## src/fpm_consts.svh

```systemverilog
// widths and per-operation shift step counts for the FPU exponent slice, include where needed
`ifndef FPM_CONSTS_SVH
`define FPM_CONSTS_SVH

// exponent byte as it comes off the bus
`define FPM_EXP_W 8

// exponent word, byte plus two guard bits
`define FPM_EXP_FULL_W 10

// shift step counter
`define FPM_FIC_W 6

// loop lengths per operation class

// fixed point multiply
`define FPM_STEPS_MW 16

// fixed point divide
`define FPM_STEPS_DW 32

// floating multiply and divide, full mantissa
`define FPM_STEPS_MF 40
`define FPM_STEPS_DF 40

`endif

```

## src/fpm_exp_pkg.sv

```systemverilog
// exponent word type shared by the exponent path, shift counter and top, referenced by scope
`default_nettype none

`include "fpm_consts.svh"

package fpm_exp_pkg;

	// one exponent word with two readings
	// val is the number the adder works on
	// f splits off the guard bits for the overflow test and the counter load
	typedef union packed {
		logic signed [0:`FPM_EXP_FULL_W-1] val;
		struct packed {
			logic [0:`FPM_EXP_FULL_W-`FPM_EXP_W-1] guard;
			logic [0:`FPM_EXP_W-1] exp;
		} f;
	} exp_word_u;

endpackage

`default_nettype wire

```

## src/fpm_decoder.sv

```systemverilog
// instruction decoder of the FPU slice, turns ir and the float-unit select into one-hot classes
`default_nettype none

module fpm_decoder (
	input wire [0:2] ir,
	input wire pufa,
	output logic ad,
	output logic sd,
	output logic mw,
	output logic dw,
	output logic af,
	output logic sf,
	output logic mf,
	output logic df
);

	// one bit per class, index 0 is ad
	logic [0:7] cls;

	always_comb begin
		cls = '0;
		// nothing decodes unless the float unit is selected
		if (pufa) begin
			case (ir)
				3'd0: cls[0] = 1'b1;
				3'd1: cls[1] = 1'b1;
				3'd2: cls[2] = 1'b1;
				3'd3: cls[3] = 1'b1;
				3'd4: cls[4] = 1'b1;
				3'd5: cls[5] = 1'b1;
				3'd6: cls[6] = 1'b1;
				default: cls[7] = 1'b1;
			endcase
		end
	end

	// fixed point add/sub, mul, div
	assign ad = cls[0];
	assign sd = cls[1];
	assign mw = cls[2];
	assign dw = cls[3];

	// floating add/sub, mul, div
	assign af = cls[4];
	assign sf = cls[5];
	assign mf = cls[6];
	assign df = cls[7];

endmodule

`default_nettype wire

```

## src/fpm_exp_path.sv

```systemverilog
// exponent register slice: bus or sum load, previous exponent, operand select and overflow flag
`default_nettype none

`include "fpm_consts.svh"

module fpm_exp_path (
	input wire f2strob,
	input wire _0_d_,
	input wire [0:`FPM_EXP_W-1] w,
	input wire lkb,
	input wire ld,
	input wire fcb,
	input wire scc,
	input wire pc8,
	output fpm_exp_pkg::exp_word_u d,
	output logic g
);

	// previous exponent, taken on every load
	fpm_exp_pkg::exp_word_u dl;

	// operand form of dl fed to the adder
	logic [0:`FPM_EXP_FULL_W-1] opnd;

	// bus byte widened to the full word
	logic [0:`FPM_EXP_FULL_W-1] w_ext;

	fpm_exp_pkg::exp_word_u sum;
	logic sum_ovf;

	assign w_ext = {{(`FPM_EXP_FULL_W-`FPM_EXP_W){w[0]}}, w};

	always_comb begin
		case ({fcb, scc})
			2'b00: opnd = ~dl.val;
			2'b01: opnd = dl.val;
			2'b10: opnd = '1;
			default: opnd = '0;
		endcase
	end

	// carry in from pc8, result wraps at 10 bits
	always_comb begin
		sum.val = opnd + d.val + {{(`FPM_EXP_FULL_W-1){1'b0}}, pc8};
	end

	// result fits a signed byte only if both guard bits copy the byte sign
	assign sum_ovf = (sum.f.guard != {(`FPM_EXP_FULL_W-`FPM_EXP_W){sum.f.exp[0]}});

	always_ff @(posedge f2strob or negedge _0_d_) begin
		if (!_0_d_) begin
			d <= '0;
			dl <= '0;
			g <= 1'b0;
		end else if (ld) begin
			dl <= d;
			if (lkb) begin
				d.val <= w_ext;
				g <= 1'b0;
			end else begin
				d <= sum;
				g <= sum_ovf;
			end
		end
	end

endmodule

`default_nettype wire

```

## src/fpm_flags.sv

```systemverilog
// condition flag register of the FPU slice, latches C, V, M and Z on the flag strobe
`default_nettype none

module fpm_flags (
	input wire f2strob,
	input wire _0_d_,
	input wire flag_stb,
	input wire g,
	input wire t_zero,
	input wire t_sign,
	input wire t_ovf,
	input wire t_carry,
	input wire ad,
	input wire sd,
	input wire af,
	input wire sf,
	input wire mf,
	input wire df,
	output logic c_f,
	output logic v_f,
	output logic m_f,
	output logic z_f
);

	logic float_op;
	logic v_src;
	logic c_src;

	assign float_op = af | sf | mf | df;

	// float ops report exponent overflow, the rest mantissa overflow
	assign v_src = float_op ? g : t_ovf;

	// carry only means something for fixed add/sub
	assign c_src = (ad | sd) ? t_carry : 1'b0;

	always_ff @(posedge f2strob or negedge _0_d_) begin
		if (!_0_d_) begin
			c_f <= 1'b0;
			v_f <= 1'b0;
			m_f <= 1'b0;
			z_f <= 1'b0;
		end else if (flag_stb) begin
			c_f <= c_src;
			v_f <= v_src;
			m_f <= t_sign;
			z_f <= t_zero;
		end
	end

endmodule

`default_nettype wire

```

## src/fpm_shift_ctr.sv

```systemverilog
// shift step counter for alignment and mul/div loops, loaded per class and counted down to zero
`default_nettype none

`include "fpm_consts.svh"

module fpm_shift_ctr (
	input wire f2strob,
	input wire _0_d_,
	input wire fpm_exp_pkg::exp_word_u d,
	input wire af,
	input wire sf,
	input wire mw,
	input wire dw,
	input wire mf,
	input wire df,
	input wire fic_ld,
	input wire fic_dec,
	output logic [0:`FPM_FIC_W-1] fic,
	output logic fic_z
);

	logic [0:`FPM_FIC_W-1] load_val;

	always_comb begin
		if (af || sf) begin
			// exponent difference, low bits of the byte
			load_val = d.f.exp[`FPM_EXP_W-`FPM_FIC_W:`FPM_EXP_W-1];
		end else if (mw) begin
			load_val = `FPM_FIC_W'(`FPM_STEPS_MW);
		end else if (dw) begin
			load_val = `FPM_FIC_W'(`FPM_STEPS_DW);
		end else if (mf) begin
			load_val = `FPM_FIC_W'(`FPM_STEPS_MF);
		end else if (df) begin
			load_val = `FPM_FIC_W'(`FPM_STEPS_DF);
		end else begin
			load_val = '0;
		end
	end

	assign fic_z = (fic == '0);

	// load beats decrement, count sticks at zero
	always_ff @(posedge f2strob or negedge _0_d_) begin
		if (!_0_d_) begin
			fic <= '0;
		end else if (fic_ld) begin
			fic <= load_val;
		end else if (fic_dec && !fic_z) begin
			fic <= fic - 1'b1;
		end
	end

endmodule

`default_nettype wire

```

## src/fpm_top.sv

```systemverilog
// top of the FPU exponent and control slice, wires the decoder, exponent path, counter and flags
`default_nettype none

`include "fpm_consts.svh"

module fpm_top (
	input wire f2strob,
	input wire _0_d_,
	input wire [0:`FPM_EXP_W-1] w,
	input wire lkb,
	input wire ld,
	input wire fcb,
	input wire scc,
	input wire pc8,
	input wire [0:2] ir,
	input wire pufa,
	input wire fic_ld,
	input wire fic_dec,
	input wire flag_stb,
	input wire t_zero,
	input wire t_sign,
	input wire t_ovf,
	input wire t_carry,
	output wire fpm_exp_pkg::exp_word_u d,
	output wire g,
	output wire ad,
	output wire sd,
	output wire mw,
	output wire dw,
	output wire af,
	output wire sf,
	output wire mf,
	output wire df,
	output wire [0:`FPM_FIC_W-1] fic,
	output wire fic_z,
	output wire c_f,
	output wire v_f,
	output wire m_f,
	output wire z_f
);

	fpm_decoder u_decoder (
		.ir(ir),
		.pufa(pufa),
		.ad(ad),
		.sd(sd),
		.mw(mw),
		.dw(dw),
		.af(af),
		.sf(sf),
		.mf(mf),
		.df(df)
	);

	fpm_exp_path u_exp_path (
		.f2strob(f2strob),
		._0_d_(_0_d_),
		.w(w),
		.lkb(lkb),
		.ld(ld),
		.fcb(fcb),
		.scc(scc),
		.pc8(pc8),
		.d(d),
		.g(g)
	);

	fpm_shift_ctr u_shift_ctr (
		.f2strob(f2strob),
		._0_d_(_0_d_),
		.d(d),
		.af(af),
		.sf(sf),
		.mw(mw),
		.dw(dw),
		.mf(mf),
		.df(df),
		.fic_ld(fic_ld),
		.fic_dec(fic_dec),
		.fic(fic),
		.fic_z(fic_z)
	);

	fpm_flags u_flags (
		.f2strob(f2strob),
		._0_d_(_0_d_),
		.flag_stb(flag_stb),
		.g(g),
		.t_zero(t_zero),
		.t_sign(t_sign),
		.t_ovf(t_ovf),
		.t_carry(t_carry),
		.ad(ad),
		.sd(sd),
		.af(af),
		.sf(sf),
		.mf(mf),
		.df(df),
		.c_f(c_f),
		.v_f(v_f),
		.m_f(m_f),
		.z_f(z_f)
	);

endmodule

`default_nettype wire

```

## config.mk

```make
export PLATFORM = sky130hd
export DESIGN_NAME = fpm_top
export DESIGN_NICKNAME = d
export VERILOG_FILES = /design/src/fpm_exp_pkg.sv /design/src/fpm_decoder.sv /design/src/fpm_exp_path.sv /design/src/fpm_flags.sv /design/src/fpm_shift_ctr.sv /design/src/fpm_top.sv
export VERILOG_INCLUDE_DIRS = /design/src
export SDC_FILE = /design/constraint.sdc
export NUM_CORES = 1
export LEC_CHECK = 0
export ABC_CLOCK_PERIOD_IN_PS = 5500
export BUFFER_PORTS_ARGS = -buffer_cell sky130_fd_sc_hd__buf_2
export CORE_UTILIZATION = 35
export CTS_CLUSTER_SIZE = 16
export DETAILED_ROUTE_END_ITERATION = 6
export PLACE_DENSITY = 0.53
export SKIP_CTS_REPAIR_TIMING = 1
export SYNTH_ARGS = -nofsm -noshare
export SYNTH_HDL_FRONTEND = slang
export SYNTH_HIERARCHICAL = 1
export SYNTH_SLANG_ARGS = --single-unit
export TNS_END_PERCENT = 1
```

## constraint.sdc

```tcl
create_clock -name f2strob -period 5.5 [get_ports f2strob]
set_input_delay 1.375 -clock f2strob [delete_from_list [all_inputs] [get_ports f2strob]]
set_output_delay 1.375 -clock f2strob [all_outputs]
set_load 0.02 [all_outputs]
```

Yosys cells after proc, flatten, opt, wreduce, memory -nomap -nowiden

Index checks and enable logic that the tools add are counted.

Word-level logic and storage cells: 54
Output and inout bits: 30
Input bits: 26
Register bits: 31

Add/sub/neg operators: 3
Bitwise operators: 5
Muxes and demuxes: 21
Reductions and logical operators: 8
Equality and inequality tests: 9

Operators with widths:

| kind                | number |
|---|---|
| $mux 6              | 7 |
| $pmux 10 s3         | 1 |
| $mux 1              | 11 |
| $add 10x1->10       | 1 |
| $add 10x10->10      | 1 |
| $mux 10             | 1 |
| $not 10->10         | 1 |
| $eq 3x3->1 const B  | 3 |
| $mux 8              | 1 |
| $reduce_or 7->1     | 1 |
| $eq 3x2->1 const B  | 2 |
| $logic_not 6->1     | 1 |
| $sub 6x1->6 const B | 1 |
| $or 1x1->1          | 4 |
| $eq 3x1->1 const B  | 1 |
| $logic_not 3->1     | 1 |
| $eq 2x1->1 const B  | 1 |
| $eq 2x2->1 const B  | 1 |
| $logic_not 2->1     | 1 |
| $ne 2x2->1          | 1 |
| $reduce_bool 2->1   | 1 |
| $logic_and 1x1->1   | 1 |
| $logic_not 1->1     | 1 |
| $logic_or 1x1->1    | 1 |

Depth between registers and ports, before layout

Word-level depth: 10
Mapped depth: 10
Gate-level depth less buffers: 10

By module

Netlist, hierarchy kept.

Modules (own cells, without submodules):

| module        | cells an instance | times used | sequential area each (µm²) | area each (µm²) |
|---|---|---|---|---|
| fpm_exp_path  | 152               | 1          | 525.5                      | 1,505.2 |
| fpm_shift_ctr | 57                | 1          | 150.1                      | 506.7 |
| fpm_flags     | 13                | 1          | 100.1                      | 170.2 |
| fpm_decoder   | 8                 | 1          | 0.0                        | 95.1 |

Worst setup path before layout

Ideal clock, no wire load.

Kind: input to register
From: input fcb
To: register u_exp_path.g
Library setup time: 96 ps
Arrival time: 3,483 ps
Stages: 10
Data required time: 5,404 ps
Path buffers: 0
Path slack: 1,922 ps
Cell sequence: nand2b_1 > xnor2_1 > fa_1 > fa_1 > nand2b_1 > a21oi_1 > a31oi_1 > xnor2_1 > and3_1 > o32ai_2

Cells in the longest elaborated chain, start to end: 6
Elaborated cells on any way between the ends: 8
Those cells by class: add/sub (2); eq/ne (3); mux (2); reduce/logical (1)

RTL lines:

| element                            | line               | text |
|---|---|---|
| from (decl)                        | fpm_top.sv:12      | `input wire fcb,` |
| $eq 2x2->1 (tied with other cells) | fpm_exp_path.sv:34 | `case ({fcb, scc})` |
| $pmux 10 s3 (*)                    | fpm_exp_path.sv:34 |  |
| $add 10x10->10 (*)                 | fpm_exp_path.sv:44 | `` sum.val = opnd + d.val + {{(`FPM_EXP_FULL_W-1){1'b0}}, pc8}; `` |
| $add 10x1->10 (*)                  | fpm_exp_path.sv:44 |  |
| $ne 2x2->1 (*)                     | fpm_exp_path.sv:48 | `` assign sum_ovf = (sum.f.guard != {(`FPM_EXP_FULL_W-`FPM_EXP_W){sum.f.exp[0]}}); `` |
| $mux 1 (*)                         | fpm_exp_path.sv:57 | `if (lkb) begin` |
| to (signal assigned)               | fpm_exp_path.sv:62 | `g <= sum_ovf;` |
| to (decl)                          | fpm_exp_path.sv:16 | `output logic g` |

Every way passes the cells marked *; elsewhere a longest branch is shown, timed or not.
A chain may end at the register's enable or synchronous reset.

Worst setup path after layout

Ends and elaborated chain as after synthesis.

==> qor_table.md <==
| Metric | Reported | Unit |
|---|---|---|
| Start of the worst register-to-register path | u_exp_path/dl[0]$_DFFE_PN0P_ | - |
| Worst min path class | register to register | - |
| Synth Area in XOR/XNOR | 6.54 | % |
| Slowest cell on crit path | sky130_fd_sc_hd__fa_1 | - |
| Maximum fanout count along the critical path | 10 | - |
| Library cells used by synthesis | 62 | - |
| Root buffer selected by CTS | sky130_fd_sc_hd__clkbuf_8 | - |
| Total Routed Length | 5.23 | mm |
| Crit path cell chain | buf_2 -> nand2b_1 -> xnor2_1 -> fa_1 -> fa_1 -> nand2b_1 -> a21oi_1 -> a31oi_1 -> xnor2_1 -> and3_1 -> o32ai_2 | - |
| Global placement routability congestion | 0.727 | - |
| Aggregate global routing overflow | 0 | - |
| Post-DR vias/cell | 5.07 | - |
| Global-route met1 utilization | 20.5 | % |
| Tot Pwr | 1.32 | mW |
| Worst-case clock buffer depth | 2 | - |
| Pin count of the biggest net entering global routing | 32 | - |
| Total Negative Setup Slacks | 0 | ps |
| Clock edge transition at the registers on the reported setup and hold paths | 70 | ps |
| Number of enable flip-flop cells after synthesis | 0 | - |
| Count of mapped cells out of synthesis | 230 | - |
| Simple logic cell fraction of the synthesized area | 21.5 | % |
| Static leakage | 1.23 | nW |
| Post-route minimum period | 3720 | ps |
| Unrepaired setup endpoints after global routing | false | - |
| Final routed DRC violation total | 0 | - |
| Kind of start point of the critical path | primary input | - |
| Critical path type | primary input to register | - |
| Syn Nets | 268 | - |
| Post-layout net count | 320 | - |
| Required time at the worst-slack endpoint | 5640 | ps |
| Final worst-path cycle share | 67.6 | % |
| Antenna diodes | 0 | - |
| Most common cell after layout, fill and taps aside | sky130_fd_sc_hd__buf_2 | - |
| Synth Register Bits | 31 | - |
| Number of routed nets with antenna violations | 0 | - |
| Cell depth of the worst flop-to-flop path | 10 | - |
| # IOs | 56 | - |
| CP Data Arrival Time | 3850 | ps |
| Min-Delay Startpoint | u_exp_path/dl[2]$_DFFE_PN0P_ | - |
| Overall routing resource usage | 16.4 | % |
| Status | completed | - |
| Flop-to-flop setup slack | 2780 | ps |
| Count of vias placed by the detailed router | 1826 | - |
| Post-route cell area | 2690 | um2 |
| Worst slew pin tran | 735 | ps |
| Power Dens Cells | 491 | nW/um2 |
| Detailed router's first-iteration violation count | 98 | - |
| Top library cells by usage in the layout, fill and taps aside | sky130_fd_sc_hd__buf_2 (55), sky130_fd_sc_hd__dfrtp_1 (31), sky130_fd_sc_hd__nor2_1 (23) | - |
| Achievable clock frequency | 269 | MHz |
| Kind of end point of the critical path | register | - |
| Share of post-route cells with drive strength above 1 | 32.2 | % |
| Initial Util | 36.1 | % |
| Later-pin clock latency in the skew report | 280 | ps |
| Adder and majority gate portion of the synthesized area | 7.25 | % |
| Number of buffers created by CTS | 5 | - |
| Buffers and inverters on the worst path | 1 | - |
| Slowest cell delay on critical path | 450 | ps |
| Combinational family with the most area after synthesis | simple AND/OR/NAND/NOR gates | - |
| First-pass iteration count of the detailed router | 4 | - |
| Average size of a mapped cell | 9.90 | um2 |
| TritonCTS Sinks | 31 | - |
| Async set or reset register ratio after synthesis | 100 | % |
| Worst IR drop on VDD | 0.235 | mV |
| Post-synthesis cell area | 2280 | um2 |
| Number of max-slew violations in the final report | 0 | - |
| Hold Path Cell Cnt | 1 | - |
| Number of buffers inserted by port buffering | 55 | - |
| Multiplexer fraction of the synthesized cell area | 9.73 | % |
| Via count of the first global-routing pass | 1756 | - |
| Global Route met2 Usage | 28.4 | % |
| Crit path max-delay family | adder cells | - |
| Compound-cell area share of the yosys netlist | 16.7 | % |
| Floorplan die height | 82.7 | um |
| Proportion of synthesized chip area in sequential cells | 34.1 | % |
| Max H-tree Level | 2 | - |
| Max-slew headroom at the worst pin | 51.0 | % |
| Horiz. Die Dim | 82.7 | um |
| Detailed-placement wirelength estimate | 3.89 | mm |
| Layout Skew | 6.65 | ps |
| Placeable Area | 6310 | um2 |
| Dpl cell area | 2590 | um2 |
| Fin. Hold Viols | 0 | - |
| Routing layer with the top usage in global route | met2 | - |
| Number of max-capacitance violations reported | 0 | - |
| FF-to-FF End | u_exp_path/g$_DFFE_PN0P_ | - |
| Count of yosys warnings during synthesis | 6 | - |
| Routing usage on met3 | 3.41 | % |
| # rows | 29 | - |
| Routed length per placed instance | 14.5 | um |
| First-pass GRT wire length | 8.31 | mm |
| Final Setup Violations | 0 | - |
| Dominant synthesized flop cell | sky130_fd_sc_hd__dfrtp_1 | - |
| Number of antenna violations at the first check in global routing | 0 | - |
| Post-synthesis to final-layout area growth | 18.1 | % |
| Endpoint with the worst hold slack | u_exp_path/dl[2]$_DFFE_PN0P_ | - |
| TritonCTS clock tree | done | - |
| Die area | 6830 | um2 |
cell type report:
class | instances | area, um2
Multi-Input combinational cell | 179 | 1410
Inverter | 10 | 37.5
Timing Repair Buffer | 55 | 275
Clock buffer | 8 | 100
Fill cell | 655 | 3620
Tap cell | 77 | 96.3
Sequential cell | 31 | 776
worst max path at each step:
stage	from	to	slack, ps	cells after the start
after floorplan	fcb	u_exp_path/g$_DFFE_PN0P_	1920	10
after global placement	fcb	u_exp_path/g$_DFFE_PN0P_	1580	11
after detailed placement	fcb	u_exp_path/g$_DFFE_PN0P_	1540	11
after CTS	fcb	u_exp_path/g$_DFFE_PN0P_	1820	11
after global routing	fcb	u_exp_path/g$_DFFE_PN0P_	1620	11
final	fcb	u_exp_path/g$_DFFE_PN0P_	1780	11
metrics by stage:
step / hold WS [ps] / cells / setup slack (ps) / util (%)
after floorplan: 473 / 230 / 1920 / -
after global placement: 484 / 352 / 1580 / 41.0
after detailed placement: 488 / 352 / 1540 / 41.0
after CTS: 504 / 360 / 1820 / 42.6
after global routing: 515 / 360 / 1620 / 42.6
final: 500 / 360 / 1780 / 42.6
synth_stat cells, types with 5 or more instances:
cell type	count	share of area [%]
sky130_fd_sc_hd__dfrtp_1	31	34
sky130_fd_sc_hd__nor3b_1	5	1.6
sky130_fd_sc_hd__nor2b_1	9	2.5
sky130_fd_sc_hd__mux2_2	13	6.4
sky130_fd_sc_hd__a21oi_1	18	4.0
sky130_fd_sc_hd__mux2i_1	6	2.6
sky130_fd_sc_hd__ha_1	10	5.5
sky130_fd_sc_hd__xnor2_1	14	5.4
sky130_fd_sc_hd__inv_1	10	1.6
sky130_fd_sc_hd__nand2_1	5	0.82
sky130_fd_sc_hd__nor2_1	23	3.8
sky130_fd_sc_hd__o21ai_0	5	1.1
registers in the layout, indices dropped and copies added, names as in the netlist:
register	flops
u_flags/v_f	1
u_exp_path/dl	10
u_exp_path/d	10
u_flags/m_f	1
u_shift_ctr/fic	6
u_flags/c_f	1
u_flags/z_f	1
u_exp_path/g	1
logic make-up after synthesis:
| logic type | count (synthesis) |
|---|---|
| buffers and inverters | 20 |
| XOR/XNOR | 17 |
| AND/OR/NAND/NOR | 75 |
| AO/OA/AOI/OAI | 55 |
| multiplexers | 20 |
| flip-flops | 31 |
| adder cells (fa/ha/maj) | 12 |
per-layer routing:
metal | wire [um] | up-vias
li1 | - | 940
met1 | 2540 | 853
met2 | 2500 | 28
met3 | 154 | 5
met4 | 37 | 0
met5 | 0 | -
report_power, final:
part	switching, mW	leakage [nW]	internal [mW]
logic	0.403	0.811	0.338
clock network	0.0853	0.0515	0.114
registers	0.0773	0.363	0.304
total	0.565	1.23	0.757
Note: power is estimated with default switching activity, not from simulation.
